`config.mk`:
```
export PLATFORM = sky130hd
export DESIGN_NAME = rsa_avm_wrapper
export DESIGN_NICKNAME = d
export VERILOG_FILES = /design/src/verilog/rsa_pkg.sv /design/src/verilog/rsa_avm_wrapper.sv
export SDC_FILE = /design/constraint.sdc
export NUM_CORES = 1
export LEC_CHECK = 0
export BUFFER_PORTS_ARGS = -buffer_cell sky130_fd_sc_hd__buf_4
export CAP_MARGIN = 20
export CORE_AREA = 2 2 422 424
export DETAILED_ROUTE_END_ITERATION = 6
export DIE_AREA = 0 0 424 426
export SYNTH_ARGS = -nofsm -noshare
export SYNTH_HDL_FRONTEND = slang
export SYNTH_SLANG_ARGS = --single-unit
```
`constraint.sdc`:
```
create_clock -name avm_clk -period 27.1 [get_ports avm_clk]
set_input_delay 1.355 -clock avm_clk [delete_from_list [all_inputs] [get_ports avm_clk]]
set_output_delay 1.355 -clock avm_clk [all_outputs]
set_load 0.01 [all_outputs]
```
`src/verilog/rsa_pkg.sv`:
```
`default_nettype none

package rsa_pkg;

    // Operand and message sizes
    localparam int RSA_BITS      = 256;
    localparam int KEY_BYTES     = 32;
    localparam int OUT_BYTES     = 31;
    localparam int BYTE_CNT_BITS = 7;

    // UART register map on the Avalon bus
    localparam int AVM_ADDR_BITS = 5;
    localparam int RX_ADDR       = 0;
    localparam int TX_ADDR       = 4;
    localparam int STATUS_ADDR   = 8;

    // Status register bits
    localparam int TX_READY_BIT  = 6;
    localparam int RX_READY_BIT  = 7;

    typedef enum logic [2:0] {
        poll_rx_status,
        read_rx_byte,
        wait_core,
        poll_tx_status,
        write_tx_byte
    } wrapper_state_t;

    typedef enum logic [2:0] {
        idle,
        prep,
        square,
        multiply,
        unscale,
        done
    } core_state_t;

endpackage

`default_nettype wire

```
`src/verilog/rsa_avm_wrapper.sv`:
```
`timescale 1ns/1ps
`default_nettype none

module rsa_avm_wrapper
    import rsa_pkg::*;
(
    input  wire                      avm_clk,
    input  wire                      avm_rst,
    output logic [AVM_ADDR_BITS-1:0] avm_address,
    output logic                     avm_read,
    input  wire  [31:0]              avm_readdata,
    output logic                     avm_write,
    output logic [31:0]              avm_writedata,
    input  wire                      avm_waitrequest,
    output logic                     rsa_start,
    output logic [RSA_BITS-1:0]      key_n,
    output logic [RSA_BITS-1:0]      key_d,
    output logic [RSA_BITS-1:0]      cipher,
    input  wire  [RSA_BITS-1:0]      result,
    input  wire                      finished
);

    wrapper_state_t           state;
    logic [BYTE_CNT_BITS-1:0] byte_cnt;
    logic [RSA_BITS-1:0]      out_sh;
    logic [7:0]               rx_byte;
    logic                     rx_done;
    logic                     tx_done;

    assign rx_byte = avm_readdata[7:0];
    assign rx_done = (state == read_rx_byte) && !avm_waitrequest;
    assign tx_done = (state == write_tx_byte) && !avm_waitrequest;

    // Top byte of bits 247..0, byte 31 is never sent
    assign avm_writedata = {24'd0, out_sh[RSA_BITS-9 -: 8]};

    always_ff @(posedge avm_clk or posedge avm_rst) begin
        if (avm_rst) begin
            state       <= poll_rx_status;
            byte_cnt    <= '0;
            avm_address <= AVM_ADDR_BITS'(STATUS_ADDR);
            avm_read    <= 1'b1;
            avm_write   <= 1'b0;
            rsa_start   <= 1'b0;
        end else begin
            rsa_start <= 1'b0;
            case (state)
                poll_rx_status: begin
                    // Not ready yet means the same status read runs again
                    if (!avm_waitrequest && avm_readdata[RX_READY_BIT]) begin
                        avm_address <= AVM_ADDR_BITS'(RX_ADDR);
                        state       <= read_rx_byte;
                    end
                end
                read_rx_byte: begin
                    if (!avm_waitrequest) begin
                        if (byte_cnt == BYTE_CNT_BITS'(3 * KEY_BYTES - 1)) begin
                            byte_cnt  <= '0;
                            avm_read  <= 1'b0;
                            rsa_start <= 1'b1;
                            state     <= wait_core;
                        end else begin
                            byte_cnt    <= byte_cnt + 1'b1;
                            avm_address <= AVM_ADDR_BITS'(STATUS_ADDR);
                            state       <= poll_rx_status;
                        end
                    end
                end
                wait_core: begin
                    if (finished) begin
                        avm_read    <= 1'b1;
                        avm_address <= AVM_ADDR_BITS'(STATUS_ADDR);
                        state       <= poll_tx_status;
                    end
                end
                poll_tx_status: begin
                    if (!avm_waitrequest && avm_readdata[TX_READY_BIT]) begin
                        avm_read    <= 1'b0;
                        avm_write   <= 1'b1;
                        avm_address <= AVM_ADDR_BITS'(TX_ADDR);
                        state       <= write_tx_byte;
                    end
                end
                write_tx_byte: begin
                    if (!avm_waitrequest) begin
                        avm_write   <= 1'b0;
                        avm_read    <= 1'b1;
                        avm_address <= AVM_ADDR_BITS'(STATUS_ADDR);
                        if (byte_cnt == BYTE_CNT_BITS'(OUT_BYTES - 1)) begin
                            // Next message brings its own keys
                            byte_cnt <= '0;
                            state    <= poll_rx_status;
                        end else begin
                            byte_cnt <= byte_cnt + 1'b1;
                            state    <= poll_tx_status;
                        end
                    end
                end
                default: begin
                    state <= poll_rx_status;
                end
            endcase
        end
    end

    // Key and message bytes arrive MSB first
    always_ff @(posedge avm_clk) begin
        if (rx_done) begin
            if (byte_cnt < BYTE_CNT_BITS'(KEY_BYTES)) begin
                key_n <= {key_n[RSA_BITS-9:0], rx_byte};
            end else if (byte_cnt < BYTE_CNT_BITS'(2 * KEY_BYTES)) begin
                key_d <= {key_d[RSA_BITS-9:0], rx_byte};
            end else begin
                cipher <= {cipher[RSA_BITS-9:0], rx_byte};
            end
        end
    end

    always_ff @(posedge avm_clk) begin
        if (state == wait_core && finished) begin
            out_sh <= result;
        end else if (tx_done) begin
            out_sh <= out_sh << 8;
        end
    end

    a_no_read_write_overlap: assert property (
        @(posedge avm_clk) disable iff (avm_rst)
        !(avm_read && avm_write)
    );

    // Pending transfer must hold its request until accepted
    a_hold_during_wait: assert property (
        @(posedge avm_clk) disable iff (avm_rst)
        (avm_waitrequest && (avm_read || avm_write)) |=>
            $stable(avm_address) && $stable(avm_read) &&
            $stable(avm_write) && $stable(avm_writedata)
    );

endmodule

`default_nettype wire

```
---- Word level (Yosys, flattened, before mapping) ----
Index checks and enable logic that the tools add are counted.
word-level totals
  logic and storage cells ................. 82
  bits in registers ....................... 1,034
  input bits .............................. 292
  output and inout bits ................... 808
cells by class
  order comparisons ....................... 2
  reduce and logical (&&, ||, !) cells .... 20
  eq/ne operators ......................... 13
  add/sub/neg operators ................... 1
  bitwise gates (word level) .............. 2
  mux-type cells .......................... 34
operators with widths
  cell                   count
  $mux W248              2
  $mux W5                6
  $mux W7                4
  $pmux W5 S5            1
  $mux W3                5
  $pmux W3 S5            1
  $pmux W7 S2            1
  $ne A2 B2 Y1 const B   6
  $reduce_and A3 Y1      4
  $mux W1                10
  $add A7 B1 Y7 const B  1
  $eq A7 B5 Y1 const B   1
  $eq A7 B7 Y1 const B   1
  $lt A7 B6 Y1 const B   1
  $lt A7 B7 Y1 const B   1
  $reduce_and A7 Y1      1
  $eq A3 B2 Y1 const B   2
  $reduce_and A6 Y1      1
  $reduce_bool A2 Y1     3
  $logic_and A1 B1 Y1    5
  $reduce_and A5 Y1      1
  $reduce_bool A5 Y1     1
  $mux W2                2
  $pmux W1 S4            1
  9 further kinds        10

---- Logic depth before layout (Yosys ltp) ----
  depth in word-level cells ............... 4
  depth in mapped cells ................... 6

---- Least setup slack after synthesis ----
Ideal clock, no wire load.
  kind .................................... input to register
  start point ............................. input avm_waitrequest
  end point ............................... register key_d[0], enable pin
  buffers on the path ..................... 1
  setup time .............................. 1.240 ns
  data arrival time ....................... 20.427 ns
  setup slack ............................. 5.434 ns
  cell stages on the path ................. 3
  path through ............................ clkbuf_1 > or3_1 > nor3b_1
between the ends
  longest elaborated chain between the ends .. 3
RTL lines
  element                             line                    source
  start: declaration                  rsa_avm_wrapper.sv:14   input wire avm_waitrequest,
  $logic_not A1 Y1                    --
  $logic_and A1 B1 Y1                 rsa_avm_wrapper.sv:31   assign rx_done = (state == read_rx_byte) && !avm_waitrequest;
  $reduce_and A3 Y1 (no source line)  --
  end signal: assignment              rsa_avm_wrapper.sv:112  key_d <= {key_d[RSA_BITS-9:0], rx_byte};
  end: declaration                    rsa_avm_wrapper.sv:17   output logic [RSA_BITS-1:0] key_d,
Every way passes these cells.
A chain may end at the register's enable or synchronous reset.

---- Worst setup path after layout ----
  start point ............................. register state[0]
  end point ............................... register cipher[103], enable pin
between the ends
  longest elaborated chain between the ends .. 3
RTL lines
  element                             line                    source
  start: declaration                  rsa_avm_wrapper.sv:23   wrapper_state_t state;
  start signal: assignment            rsa_avm_wrapper.sv:39   state <= poll_rx_status;
  start signal: assignment            rsa_avm_wrapper.sv:52   state <= read_rx_byte;
  start signal: assignment            rsa_avm_wrapper.sv:61   state <= wait_core;
  $eq A3 B1 Y1                        rsa_avm_wrapper.sv:31
  $logic_and A1 B1 Y1                 rsa_avm_wrapper.sv:31
  $reduce_and A3 Y1 (no source line)  --
  end signal: assignment              rsa_avm_wrapper.sv:114  cipher <= {cipher[RSA_BITS-9:0], rx_byte};
  end: declaration                    rsa_avm_wrapper.sv:18   output logic [RSA_BITS-1:0] cipher,
Every way passes these cells.

==> flow_summary.toml <==
[run_status]
status = "finished, final reports clean"

[floorplanning]
start_util = 0.1981
rows = 154
pin_count = 1100
die-height_um = 426
die_area_sq_um = 180600
fp.dieW_um = 424
coreArea_sq_um = 175700

[clock_network]
cts_resized = 0
cts.clk_slew.worst_paths_ps = 60
ctsHtreeMaxLevel = 3
postCtsSetupBuffers = 0
cts_tree = "yes"
max-clock-path-buffers = 3
clk_latency_ps = 740
numCtsBuffers = 108
cts.sinks = 1031
root_buffer = "clkbuf_16"
ctsHoldBuffers = 0

[power_and_ir_drop]
power-per-cell-area_nw_per_um2 = 83.17
power.total_uw = 4059
ir_worst_vdd_mv = 0.07879
leakagePower_uw = 0.01866

[setup_path]
path_max_fanout = 70
r2r_slack_ps = 21420
endpoint_kind = "register"
setup.worst_path.end = "cipher[103]"
criticalPathCategory = "reg -> reg"
start_kind = "register"
reg2reg_from = "state[0]"
r2r-end = "cipher[103]"
r2r_cells = 7
critPathArrivalTime_ps = 6020
cp_data_required_time_ps = 27440
crit_start = "state[0]"

[routing]
ant_nets = 0
dr.pass1.iters = 4
drt_wl_total_um = 105700
drc = 0
wl_per_cell_um = 19.31
drt_iter0_markers = 1457
num_vias = 19980
viasPerCell = 3.652

[sta]
rsz0062_at_grt = "no"
worst_slew_pin_slew_ps = 1289
drv_slew = 0
setup_viol = 0
fmaxAchievable_mhz = 176.0
max-slew-margin-rel = 0.1406
fin_crit_ps = 5682
period_share = 0.2097
hold_viol = 0
tns_ps = 0
fin_worst_skew_ps = 72.44

[finish]
utilization = 0.2777
drive_gt1_frac = 0.3918
nNetsFinal = 3340
synthToLayoutAreaGrowth_pct = 40.17
num-fill-cells = 17870

[yosys]
synthTopCellsByArea = "edfxtp_1 (88%), nand2_1 (7.8%), buf_4 (1.3%)"
async_reset_ff_frac = 0.01455
avgSynthCellArea_sq_um = 17.94
ys_warn_count = 0
syn_area_sq_um = 34810
synth_edf_count = 1016
synth_common_cells = "edfxtp_1 (1016), nand2_1 (727), buf_4 (59)"
yosys_register_bits = 1031
ys_dominant_reg_cell = "edfxtp_1"
seq_area_frac_synth = 0.8872
yosysMostFrequentCell = "edfxtp_1"
synth_top_area_cell = "edfxtp_1"
synth_top_area_frac = 0.8764
yosysUniqueCellTypes = 45
synthCells = 1941

[global_routing]
grt_pass1_wl_um = 142700
grt_pass1_vias = 19580
antenna_found_initial = 5
grt_usage = 0.1093
grt_overflow = 0
grt_max_degree = 241

[placed_design]
hpwl_um = 78750
place_congestion = 0.8581
io_buffers = 1040

[job]
drv_cap = 0

[hold_path]
hold_path_class = "reg -> reg"
-- sequential cells by signal, summed over array words and instances, names as in the netlist --
| register | cells |
|---|---|
| state | 3 |
| byte_cnt | 7 |
| cipher | 256 |
| key_d | 256 |
| avm_read | 1 |
| avm_address | 2 |
| out_sh | 248 |
| key_n | 256 |
| avm_write | 1 |
| rsa_start | 1 |
-- worst max-delay path, stage by stage, from the launching register on --
cell and delay, ps:
dfrtp_1 650, nand2b_1 180, or3_1 450, nor2_4 760, buf_4 720, buf_4 800, buf_4 750, buf_4 700
-- layout make-up --
| class | count | area (sq um) | share of cell area |
|---|---|---|---|
| tap | 2340 | 2928 | 0.06000 |
| clock buffer | 128 | 2778 | 0.05692 |
| antenna | 1 | 2.502 | 0.00005128 |
| multi-input combinational | 840 | 3443 | 0.07056 |
| timing repair buffer | 1061 | 7998 | 0.1639 |
| sequential | 1031 | 30890 | 0.6330 |
| clock inverter | 65 | 747.0 | 0.01531 |
| inverter | 4 | 15.01 | 0.0003077 |
-- placed cells by master (no fill, tap or decap), types with 7 or more instances in the layout --
master / synthesis / layout
clkbuf_16: 0 / 108
a21oi_1: 9 / 9
and2_1: 10 / 10
clkinv_1: 0 / 20
clkinv_2: 0 / 22
conb_1: 1 / 27
bufinv_16: 0 / 10
clkbuf_1: 9 / 20
clkinv_16: 0 / 7
dfrtp_1: 13 / 13
edfxtp_1: 1016 / 1016
nand2_1: 727 / 726
buf_4: 59 / 1059
-- through the flow --
stage	cells	setup slack [ps]	area (sq um)	hold WS, ps
after CTS	5468	21370	48770	410.9
after floorplan	1967	5434	34910	490.5
final	5470	21420	48800	415.5
after detailed placement	5275	20630	45240	433.3
after global placement	5275	20810	45240	430.7
after global routing	5469	20980	48800	424.9
-- worst min path at each step --
stage / start / end / cells after the start
global route: cipher[111] / cipher[119] / 0
CTS: cipher[111] / cipher[119] / 0
detailed placement: cipher[27] / cipher[35] / 0
floorplan: out_sh[92] / out_sh[100] / 2
global placement: key_n[135] / key_n[143] / 0
finish: cipher[111] / cipher[119] / 0
-- metal layers --
metal	part of all wire	up-vias	global-route usage	wire, um
met3	0.088	144	0.03919	9303
met4	0.027	8	0.03577	2898
met2	0.55	784	0.2047	57650
met1	0.34	9896	0.1119	35750
met5	0.00046	-	0	49
li1	-	9143	-	-
-- cells by family (layout without fill, tap and decap cells) --
group	after synthesis	in the layout	share of synthesized area
other	1	28	0.0001077
multiplexers	2	2	0.0006110
AND/OR/NAND/NOR	778	778	0.08741
flip-flops	1031	1031	0.8872
AO/OA/AOI/OAI	25	25	0.004637
XOR/XNOR	6	6	0.001725
adder cells (fa/ha/maj)	2	2	0.0007187
buffers and inverters	96	1258	0.01757
-- where the power goes --
| group | switching, uW | leakage (uW) | internal [uW] | total [uW] |
|---|---|---|---|---|
| Clock | 633 | 0.00171 | 833 | 1470 |
| Sequential | 77.5 | 0.00942 | 2000 | 2080 |
| Combinational | 333 | 0.00753 | 183 | 516 |
| Total | 1040 | 0.0187 | 3010 | 4060 |
Note: power is estimated with default switching activity, not from simulation.
